===== src/design/i2c_req_pkg.sv =====
/*
 Host side request and response of the register master.
 One register byte per request and 7-bit device addresses only.
*/
`default_nettype none

package i2c_req_pkg;

	typedef enum logic {
		op_reg_write,
		op_reg_read
	} req_op_e;

	// One register access as the host asks for it
	typedef struct packed {
		req_op_e op;
		logic [6:0] dev_addr;
		logic [7:0] reg_addr;
		// Ignored for reads
		logic [7:0] wdata;
	} i2c_req_t;

	// Result of one register access
	typedef struct packed {
		// Zero after a write
		logic [7:0] rdata;
		// Set when the device did not acknowledge one of the bytes
		logic nack;
	} i2c_resp_t;

endpackage

`default_nettype wire


===== src/design/i2c_bus_pkg.sv =====
/*
 Bus timing for a 25 MHz system clock and a 100 kHz SCL, fixed at build time.
 Command flags may be combined, start with write or read with stop and nack.
 The flag order puts start in bit 0 and nack in bit 4.
*/
`default_nettype none

package i2c_bus_pkg;

	localparam int SYS_CLK_HZ = 25_000_000;
	localparam int SCL_HZ = 100_000;

	// System clocks in one bit slot on the bus
	localparam int BIT_CLKS = SYS_CLK_HZ / SCL_HZ;
	localparam int BIT_CNT_W = $clog2(BIT_CLKS);

	// SCL goes high halfway through the slot and low again when the slot ends
	localparam int SCL_RISE_CNT = BIT_CLKS / 2;

	// SDA is set in the middle of the low phase and read in the middle of the high phase
	localparam int SDA_SET_CNT = BIT_CLKS / 4;
	localparam int SDA_SAMPLE_CNT = (BIT_CLKS * 3) / 4;

	// Engine command, one flag per bus action
	typedef struct packed {
		logic nack;
		logic stop;
		logic read;
		logic write;
		logic start;
	} i2c_cmd_t;

	// Engine states, one per kind of bit slot
	typedef enum logic [2:0] {
		st_idle,
		st_start,
		st_wr_data,
		st_rd_data,
		st_r_ack,
		st_t_ack,
		st_stop
	} engine_state_e;

endpackage

`default_nettype wire

===== src/design/i2c_reg_sequencer.sv =====
/*
 Splits one register request into engine commands and collects the result.
 Requests arriving while busy are dropped. A NACK ends the transfer with a stop.
*/
`timescale 1ns/1ps
`default_nettype none

module i2c_reg_sequencer
	import i2c_bus_pkg::*;
	import i2c_req_pkg::*;
(
	input  logic       sys_clk,
	input  logic       sys_rst_n,
	input  i2c_req_t   req,
	input  logic       req_valid,
	output logic       busy,
	output i2c_resp_t  resp,
	output logic       resp_valid,
	output i2c_cmd_t   cmd,
	output logic       cmd_vld,
	output logic [7:0] wr_data,
	input  logic       done,
	input  logic       rev_ack,
	input  logic       rd_data_vld,
	input  logic [7:0] rd_data
);

	typedef enum logic [2:0] {
		step_addr_w,
		step_reg,
		step_data_stop,
		step_re_addr_r,
		step_read_stop,
		step_abort_stop,
		step_finish
	} step_e;

	step_e step;
	i2c_req_t req_r;
	logic nack_w;
	logic [7:0] rdata_w;
	logic accept;
	logic finishing;

	assign accept = req_valid && !busy;
	assign finishing = busy && (step == step_finish);

	always_ff @(posedge sys_clk or negedge sys_rst_n) begin
		if (!sys_rst_n) begin
			busy <= 1'b0;
			step <= step_finish;
			cmd_vld <= 1'b0;
			resp_valid <= 1'b0;
			nack_w <= 1'b0;
		end else begin
			cmd_vld <= 1'b0;
			resp_valid <= 1'b0;
			if (accept) begin
				busy <= 1'b1;
				step <= step_addr_w;
				cmd_vld <= 1'b1;
				nack_w <= 1'b0;
			end else if (finishing) begin
				busy <= 1'b0;
				resp_valid <= 1'b1;
			end else if (busy && done) begin
				case (step)
					step_addr_w, step_re_addr_r: begin
						cmd_vld <= 1'b1;
						if (rev_ack) begin
							nack_w <= 1'b1;
							step <= step_abort_stop;
						end else begin
							step <= (step == step_addr_w) ? step_reg : step_read_stop;
						end
					end
					step_reg: begin
						cmd_vld <= 1'b1;
						if (rev_ack) begin
							nack_w <= 1'b1;
							step <= step_abort_stop;
						end else if (req_r.op == op_reg_write) begin
							step <= step_data_stop;
						end else begin
							step <= step_re_addr_r;
						end
					end
					// The data byte already carried its own stop
					step_data_stop: begin
						nack_w <= rev_ack;
						step <= step_finish;
					end
					default: step <= step_finish;
				endcase
			end
		end
	end

	always_ff @(posedge sys_clk) begin
		if (accept) begin
			req_r <= req;
			rdata_w <= '0;
		end else if (rd_data_vld) begin
			rdata_w <= rd_data;
		end
	end

	// Response only changes when a new one is reported
	always_ff @(posedge sys_clk or negedge sys_rst_n) begin
		if (!sys_rst_n) begin
			resp <= '0;
		end else if (finishing) begin
			resp.rdata <= rdata_w;
			resp.nack <= nack_w;
		end
	end

	always_comb begin
		cmd = '0;
		wr_data = '0;
		case (step)
			step_addr_w: begin
				cmd.start = 1'b1;
				cmd.write = 1'b1;
				wr_data = {req_r.dev_addr, 1'b0};
			end
			step_reg: begin
				cmd.write = 1'b1;
				wr_data = req_r.reg_addr;
			end
			step_data_stop: begin
				cmd.write = 1'b1;
				cmd.stop = 1'b1;
				wr_data = req_r.wdata;
			end
			step_re_addr_r: begin
				cmd.start = 1'b1;
				cmd.write = 1'b1;
				wr_data = {req_r.dev_addr, 1'b1};
			end
			step_read_stop: begin
				// Single byte read, so the master answers with NACK
				cmd.read = 1'b1;
				cmd.stop = 1'b1;
				cmd.nack = 1'b1;
			end
			step_abort_stop: cmd.stop = 1'b1;
			default: cmd = '0;
		endcase
	end

endmodule

`default_nettype wire


===== config.mk =====
export PLATFORM = sky130hd
export DESIGN_NAME = i2c_reg_sequencer
export DESIGN_NICKNAME = d
export VERILOG_FILES = /design/src/design/i2c_req_pkg.sv /design/src/design/i2c_bus_pkg.sv /design/src/design/i2c_reg_sequencer.sv
export SDC_FILE = /design/constraint.sdc
export NUM_CORES = 1
export LEC_CHECK = 0
export BUFFER_PORTS_ARGS = -buffer_cell sky130_fd_sc_hd__buf_2
export CORE_UTILIZATION = 50
export CTS_CLUSTER_SIZE = 12
export DETAILED_ROUTE_END_ITERATION = 8
export PLACE_DENSITY_LB_ADDON = 0.1
export SLEW_MARGIN = 30
export SYNTH_ARGS = -nofsm -noshare
export SYNTH_HDL_FRONTEND = slang
export SYNTH_SLANG_ARGS = --single-unit

===== constraint.sdc =====
create_clock -name sys_clk -period 1.59 [get_ports sys_clk]
set_input_delay 0 -clock sys_clk [delete_from_list [all_inputs] [get_ports sys_clk]]
set_output_delay 0 -clock sys_clk [all_outputs]
set_load 0.03 [all_outputs]

==> reports/metrics.yaml, run 1 <==
status: "finished with violations"
violations: "negative setup slack"
finClkSkew_ns: 0.00371
die-area_mm2: 0.00421
grt_max_degree: 21
first_pass_iters: 4
placed_area_mm2: 0.00240
fin_util_pct: 79.6
ir_drop_uv: 1110
netlist_instances: 141
whs_path_depth: 3
wl_met2_um: 2700
drtAntennaViolNets: 0
dieHeight_um: 64.9
setup_ws_ns: -0.0812
io_buffers: 62
hpwlAfterDp_um: 2710
grtUsageTotal_pct: 25.3
postLayoutCellArea_mm2: 0.00296
cp.arrival_ns: 1.67
ys.flop_type: "edfxtp_1"
rows: 22
critPathKind: "register to primary output"
post-route-period-util_pct: 105
vias: 1550
worstSetupStartpointType: "register"
power.density_mw_per_mm2: 1850
htree_levels: 2
drtIter0Drc: 79
worstSkewPairLatency_ns: 0.30
cts_tree: "built"
regMostFlops: "req_r"
yosysTopAreaCell: "edfxtp_1"
setup_viol_count_final: 7
cts_buffer_depth: 2
layout.nets: 289
fp.coreArea_mm2: 0.00372
largest_register_ffs: 24
setup_tns_ns: -0.295
top_layer: "met4"
yosysWarnings: 0
syn2layout_area_growth_pct: 49.7
numCtsBuffers: 5
avgSynthCellArea_um2: 14.0
met1Wirelength_um: 1890
wl_per_cell_um: 16.3
end_kind: "primary output"
rsz0062_at_grt: "yes"
routed_wl_um: 4890
post-route-min-period_ns: 1.67
max_slew_margin_pct: 76.3
hold_viol: 0
path_buf_inv: 2
die_w_um: 64.9
wl_met3_um: 170
antenna-diode-count: 0
slowest_stage: "dfstp_2"
max_cap_violations: 0
antenna_found_initial: 0
netlist_area_mm2: 0.00198
clkSinkCount: 48
drive_gt1_share_pct: 43.3
place_inst: 251
async_reset_ff_share_pct: 33.3
ioPinCount: 63
path_clk_slew_ns: 0.08
fin_cells: 300
worstMarginPinSlew_ns: 0.355
critPathMaxFanout: 10
synth-seq-cells: 48
report.final.slew_viol_count: 0
gp_congestion: 0.834
synth_cell_types: 31
synth_top_cell_area_share_pct: 36.5
grt_pass1_wl_um: 7380
ys_seq_area_share_pct: 65.0
synth_fp_nets: 179
crit_cells: 5
grt_pass1_vias: 1567
gr-total-overflow: 0
required_ns: 1.59
p_leak_nw: 1.33
path_cells: "buf_12 -> and2b_1 -> a211oi_2 -> a211oi_1 -> buf_4"
hold_class: "input pin to register"
ys_top_cells_by_area: "edfxtp_1, dfrtp_1, dfxtp_1"
critical-path-max-stage-delay_ns: 0.59
dpl_worst_slack_ns: 0.147
synth-edff-count: 24
reg.largest.list: "req_r: 24 flops, resp: 9 flops, rdata_w: 8 flops"
vias_per_cell: 5.17
drc: 0
reg2reg_depth: 6
start_util_pct: 53.2
fmax_mhz: 598
cts_root_buf: "clkbuf_8"
cp_top_family: "flip-flops"
[routing by layer]
metal	track usage, %	vias to the layer above
met5	0	-
met2	46.7	50
met3	6.34	14
li1	-	727
met4	11.4	0
met1	26.5	759
[worst reg2reg max path, cell delays in order, from the launching register on]
cell and delay (ns):
dfstp_2 0.59, buf_6 0.13, or2b_1 0.25, buf_4 0.14
buf_4 0.13, a22oi_1 0.17, o21ai_1 0.08
[through the flow]
stage                     total power [mW]  hold WS, ns
after global routing                  5.74      0.00428
after floorplan                       3.67       -0.296
after global placement                4.24      -0.0728
after CTS                             5.45       0.0101
final                                 5.47      0.00304
after detailed placement              4.32      -0.0687
[power by group]
group          internal, mW  switching [mW]  total (mW)  leakage, nW
Sequential             1.68           0.199        1.88        0.484
Combinational          1.21            1.65        2.86        0.796
Clock                 0.355           0.384       0.739       0.0455
[kinds of logic after synthesis]
kind of cell | Yosys count | synth area share, %
xor+xnor | 1 | 0.443
simple gates | 36 | 10.5
mux | 24 | 12.7
flops | 48 | 65.0
compound gates | 21 | 7.66
buf+inv | 11 | 3.74
[synthesized netlist by cell type (2+ instances only)]
cell,count
buf_4,4
buf_6,2
a211oi_1,12
mux2i_1,15
and3b_1,2
inv_1,2
nor2_1,12
nor2b_1,3
and2b_1,5
dfxtp_1,8
dfstp_2,2
a21oi_1,2
a32o_1,2
mux2_2,9
nand2_1,6
edfxtp_1,24
dfrtp_1,14
o21ai_0,3
nand3_1,2
[timing repair]
item,CTS,global route
hold endpoints to repair,50,0
buffers inserted,4,2
hold buffers,35,0
resized for setup,17,3
pin swaps,3,6
gates cloned,1,0
setup endpoints to repair,8,10
[final timing paths]
| check | startpoint | end | slack (ns) |
|---|---|---|---|
| max | step[1]$_DFFE_PN1P_ | wr_data[3] | -0.08 |
| min | done | step[1]$_DFFE_PN1P_ | 0.003 |
| max reg2reg | step[1]$_DFFE_PN1P_ | step[1]$_DFFE_PN1P_ | 0.03 |
| min reg2reg | rdata_w[4]$_SDFFE_PP0P_ | resp[5]$_DFFE_PN0N_ | 0.50 |
| max in group asynchronous | sys_rst_n | step[2]$_DFFE_PN1P_ | 1.15 |
| min in group asynchronous | sys_rst_n | nack_w$_DFFE_PN0P_ | 0.14 |
[layout make-up]
cell class,instances,area [um^2]
Sequential cell,48,1280
Fill cell,232,759
Timing Repair Buffer,111,821
Multi-Input combinational cell,82,691
Tap cell,48,60.1
Inverter,3,11.3
Clock buffer,8,90.1
[layout by cell type (no fill, tap or decap)]
| master | count |
|---|---|
| a211oi_1 | 1 |
| a211oi_2 | 11 |
| a21oi_1 | 2 |
| a221oi_2 | 1 |
| a22oi_1 | 1 |
| a32o_1 | 2 |
| and2_1 | 1 |
| and2b_1 | 5 |
| and3b_1 | 2 |
| buf_12 | 2 |
| buf_2 | 53 |
| buf_4 | 19 |
| buf_6 | 2 |
| clkbuf_1 | 2 |
| clkbuf_8 | 6 |
| dfrtp_1 | 14 |
| dfstp_2 | 2 |
| dfxtp_1 | 8 |
| dlygate4sd3_1 | 35 |
| edfxtp_1 | 24 |
| inv_1 | 2 |
| inv_2 | 1 |
| mux2_2 | 9 |
| mux2i_1 | 15 |
| nand2_1 | 6 |
| nand2b_1 | 1 |
| nand3_1 | 2 |
| nand4b_4 | 1 |
| nor2_1 | 12 |
| nor2b_1 | 3 |
| nor3_4 | 1 |
| o21ai_0 | 2 |
| o21ai_1 | 1 |
| or2_2 | 1 |
| or2b_1 | 1 |
| xnor2_1 | 1 |
Note: power is estimated with default switching activity, not from simulation.
==> run 2: changes to the inputs <==
CORE_MARGIN = 1.5   (was unset)
==> reports/metrics.yaml, run 2 (synthesized netlist as in run 1, its figures left out) <==
end_kind: "primary output"
rsz0062_at_grt: "yes"
die-area_mm2: 0.00434
syn2layout_area_growth_pct: 54.3
drtIter0Drc: 77
grt_pass1_vias: 1653
cts_buffer_depth: 2
wl_per_cell_um: 16.1
final_cell_mix: "buf_2, dlygate4sd3_1, edfxtp_1"
first_pass_iters: 4
hold_viol: 0
fmax_mhz: 602
power.density_mw_per_mm2: 1880
swShare_pct: 39.7
grt_max_degree: 20
max_slew_margin_pct: 75.1
vias: 1582
critPathKind: "register to primary output"
critical-path-max-stage-delay_ns: 0.58
numCtsBuffers: 5
violations: "negative setup slack"
htree_levels: 2
internal_power_mw: 3.45
path_cells: "buf_4 -> buf_16 -> a211oi_2 -> a211oi_2 -> buf_4"
p_clk_share_pct: 13.7
switchingPower_mw: 2.27
post-route-min-period_ns: 1.66
ir_drop_uv: 1120
antenna_found_initial: 0
cp_top_family: "flip-flops"
path_buf_inv: 3
io_buffers: 62
worstSetupStartpointType: "register"
setup_viol_count_final: 8
finClkSkew_ns: 0.00558
final_common_cell: "buf_2"
rows: 22
antenna-diode-count: 0
drive_gt1_share_pct: 46.1
p_leak_nw: 1.36
cp.arrival_ns: 1.66
comb_power_share_pct: 53.7
dieHeight_um: 65.9
grt_pass1_wl_um: 7590
worstSkewPairLatency_ns: 0.30
grtUsageTotal_pct: 24.4
critPathMaxFanout: 10
layout.nets: 293
largest_register_ffs: 24
report.final.slew_viol_count: 0
post-route-period-util_pct: 104
r2r_slack_ns: 0.10
p_seq_share_pct: 32.6
setup_tns_ns: -0.317
max_cap_violations: 0
regMostFlops: "req_r"
drc: 0
drtAntennaViolNets: 0
slowest_stage: "dfstp_2"
gp_congestion: 0.746
setup_ws_ns: -0.0711
cts_root_buf: "clkbuf_8"
hpwlAfterDp_um: 2630
gr-total-overflow: 0
required_ns: 1.59
ioPinCount: 63
fp.coreArea_mm2: 0.00372
routed_wl_um: 4900
reg.largest.list: "req_r: 24 flops, resp: 9 flops, rdata_w: 8 flops"
status: "finished with violations"
p_total_mw: 5.72
path_clk_slew_ns: 0.07
worstMarginPinSlew_ns: 0.373
clkSinkCount: 48
die_w_um: 65.9
start_util_pct: 53.2
vias_per_cell: 5.20
hold_class: "input pin to register"
cts_tree: "built"
-- run 2: changes by cell type in the layout (fill, tap and decap cells not counted), sizes merged --
cell	previous run	this run
buf	76	80
-- run 2: final cells by class --
cell class | instances | area (um^2)
sequential | 48 | 1280
clock buffer | 8 | 101
fill | 227 | 667
multi-input combinational | 82 | 718
inverter | 3 | 11.3
tap | 48 | 60.1
timing repair buffer | 115 | 875
-- run 2: through the flow --
| stage | utilization [%] | setup WS (ns) | hold slack [ns] | cell area (um^2) | std cells |
|---|---|---|---|---|---|
| final | 82.1 | -0.0711 | 0.0462 | 3050 | 304 |
| after global routing | 82.1 | -0.125 | 0.0626 | 3050 | 304 |
| after CTS | 80.8 | -0.0789 | 0.0167 | 3000 | 302 |
| after detailed placement | 64.7 | 0.138 | -0.0617 | 2400 | 251 |
| after global placement | 64.7 | 0.208 | -0.0749 | 2400 | 251 |
| after floorplan | - | -0.0429 | -0.296 | 2010 | 141 |
-- run 2: metal layers --
layer  vias up  GRT usage (%)  routed length, um
met5         -              0                  0
met4         0           12.5                102
met3         9           5.96                288
met2        60           43.8               2710
met1       773           26.3               1800
li1        740              -                  -
-- run 2: worst reg2reg max path, stage by stage, from the launching register on --
cell	delay [ns]
dfstp_2	0.58
buf_6	0.14
buf_4	0.13
nand4b_4	0.19
mux2_2	0.34
-- run 2: what timing repair did --
action                                  in CTS  in global routing
hold buffers                                35                  0
gates resized for setup                     19                  7
endpoints found under the setup margin       8                  9
cloned                                       1                  0
buffers inserted                             7                  2
pin swaps                                    2                  7
endpoints found under the hold margin       50                  0
-- run 2: path summary, 6_finish.rpt --
path                                              start                   to  cells after the start
min in group asynchronous                     sys_rst_n    cmd_vld$_DFF_PN0_                      2
max in group asynchronous                     sys_rst_n  step[2]$_DFFE_PN1P_                      2
worst min-delay path                               done  step[1]$_DFFE_PN1P_                      4
worst max-delay path                step[1]$_DFFE_PN1P_           wr_data[1]                      5
worst max register to register      step[1]$_DFFE_PN1P_  resp[8]$_DFFE_PN0N_                      4
worst min register to register  rdata_w[3]$_SDFFE_PP0P_  resp[4]$_DFFE_PN0N_                      1
-- run 2: power groups by stage --
| stage | Clock [mW] | Sequential [mW] | Combinational (mW) |
|---|---|---|---|
| 6_report | 0.783 | 1.87 | 3.07 |
| 5_1_grt | 0.854 | 1.91 | 3.25 |
| 4_1_cts | 0.798 | 1.86 | 2.92 |
| 3_5_place_dp | 0 | 1.87 | 2.45 |
| 3_3_place_gp | 0 | 1.86 | 2.39 |
| 2_1_floorplan | 0 | 2.13 | 1.54 |
==> run 3: changes to the inputs <==
clock period = 1.6 ns   (was 1.59 ns; I/O delays follow)
==> reports/metrics.yaml, run 3 (synthesized netlist as in run 1, its figures left out) <==
status: "finished with violations"
violations: "negative setup slack"
critical-path-max-stage-delay_ns: 0.59
routed_wl_um: 4710
drive_gt1_share_pct: 44.7
worstMarginPinSlew_ns: 0.347
worstSetupStartpointType: "register"
start_util_pct: 53.2
fin_util_pct: 80.1
fp.coreArea_mm2: 0.00372
postLayoutCellArea_mm2: 0.00298
path_buf_inv: 2
hold_class: "input pin to register"
layout.nets: 290
drtAntennaViolNets: 0
finClkSkew_ns: 0.00754
critPathLaunch: "step[1]$_DFFE_PN1P_"
critPathKind: "register to primary output"
cts_tree: "built"
cp.arrival_ns: 1.64
end_kind: "primary output"
setup_ws_ns: -0.0420
hold_viol: 0
switchingPower_mw: 2.21
first_pass_iters: 4
grtUsageTotal_pct: 24.0
ioPinCount: 63
report.final.slew_viol_count: 0
io_buffers: 62
antenna_found_initial: 0
placed_area_mm2: 0.00240
drtIter0Drc: 77
clkSinkCount: 48
drc: 0
antenna-diode-count: 0
gp_congestion: 0.749
setup_tns_ns: -0.141
power.density_mw_per_mm2: 1820
grt_max_degree: 20
worstHoldStart: "done"
post-route-min-period_ns: 1.64
largest_register_ffs: 24
ir_drop_uv: 988
dpl_worst_slack_ns: 0.183
die_w_um: 65.9
die-area_mm2: 0.00434
internal_power_mw: 3.21
path_clk_slew_ns: 0.08
reg.largest.list: "req_r: 24 flops, resp: 9 flops, rdata_w: 8 flops"
vias_per_cell: 5.09
regMostFlops: "req_r"
final_cell_mix: "buf_2, dlygate4sd3_1, edfxtp_1"
dieHeight_um: 65.9
p_clk_share_pct: 12.7
path_cells: "buf_12 -> and2b_1 -> a211oi_2 -> a211oi_1 -> buf_4"
vias: 1531
worstSkewPairLatency_ns: 0.30
cts_buffer_depth: 2
reg2reg_from: "step[1]$_DFFE_PN1P_"
syn2layout_area_growth_pct: 50.7
gr-total-overflow: 0
htree_levels: 2
fmax_mhz: 609
setup_viol_count_final: 7
final_common_cell: "buf_2"
grt_pass1_vias: 1581
cts_root_buf: "clkbuf_8"
post-route-period-util_pct: 103
swShare_pct: 40.8
critPathMaxFanout: 10
rows: 22
p_seq_share_pct: 34.5
numCtsBuffers: 5
max_slew_margin_pct: 76.8
fin_cells: 301
hpwlAfterDp_um: 2730
p_leak_nw: 1.32
rsz0062_at_grt: "yes"
place_inst: 251
slowest_stage: "dfstp_2"
wl_per_cell_um: 15.6
comb_power_share_pct: 52.8
max_cap_violations: 0
grt_pass1_wl_um: 7400
required_ns: 1.60
cp_top_family: "flip-flops"
## run 3: layer usage
layer  part of all wire [%]  global-route usage (%)  vias to the layer above  wire (um)
li1                       -                       -                      733          -
met1                     37                    26.4                      740       1760
met2                     56                    44.8                       52       2650
met3                    4.7                    5.11                        6        221
met4                    1.5                    8.59                        0         70
met5                      0                       0                        -          0
## run 3: what timing repair did
item / in CTS / in global routing
buffers inserted: 6 / 1
gates resized for setup: 17 / 6
hold endpoints to repair: 50 / 0
pin swaps: 4 / 4
endpoints found under the setup margin: 8 / 9
cloned: 1 / 0
hold buffers: 35 / 0
## run 3: through the flow
| stage | hold WS, ns | total power [mW] |
|---|---|---|
| floorplan | -0.296 | 3.65 |
| global placement | -0.0736 | 4.22 |
| detailed placement | -0.0696 | 4.30 |
| CTS | 0.0220 | 5.41 |
| global route | 0.0391 | 5.71 |
| finish | 0.0267 | 5.42 |
## run 3: worst paths after layout
path,cells past startpoint,slack [ns],to
worst max-delay path,5,-0.04,wr_data[3]
worst max register to register,5,-0.01,resp[7]$_DFFE_PN0N_
worst min-delay path,3,0.03,step[1]$_DFFE_PN1P_
worst min register to register,2,0.50,rdata_w[2]$_SDFFE_PP0P_
min in group asynchronous,2,0.12,cmd_vld$_DFF_PN0_
max in group asynchronous,2,1.17,step[1]$_DFFE_PN1P_
## run 3: final cells by class
type                       count  area (um^2)
timing repair buffer         112          828
fill                         236          738
inverter                       3         11.3
tap                           48         60.1
clock buffer                   6         72.6
sequential                    48         1280
multi-input combinational     82          711
clock inverter                 2         11.3
## run 3: tightest hold or removal path: cells and delay by family
kind | cells | cell delay, ns
buf+inv | 1 | 0.11
compound gates | 1 | 0.11
simple gates | 1 | 0.09
## run 3: power groups by stage
stage               Clock (mW)  Combinational, mW  Sequential, mW
floorplan                    0               1.53            2.12
global placement             0               2.37            1.84
detailed placement           0               2.43            1.87
CTS                      0.702               2.85            1.85
global route             0.755               3.05            1.90
finish                   0.689               2.86            1.87
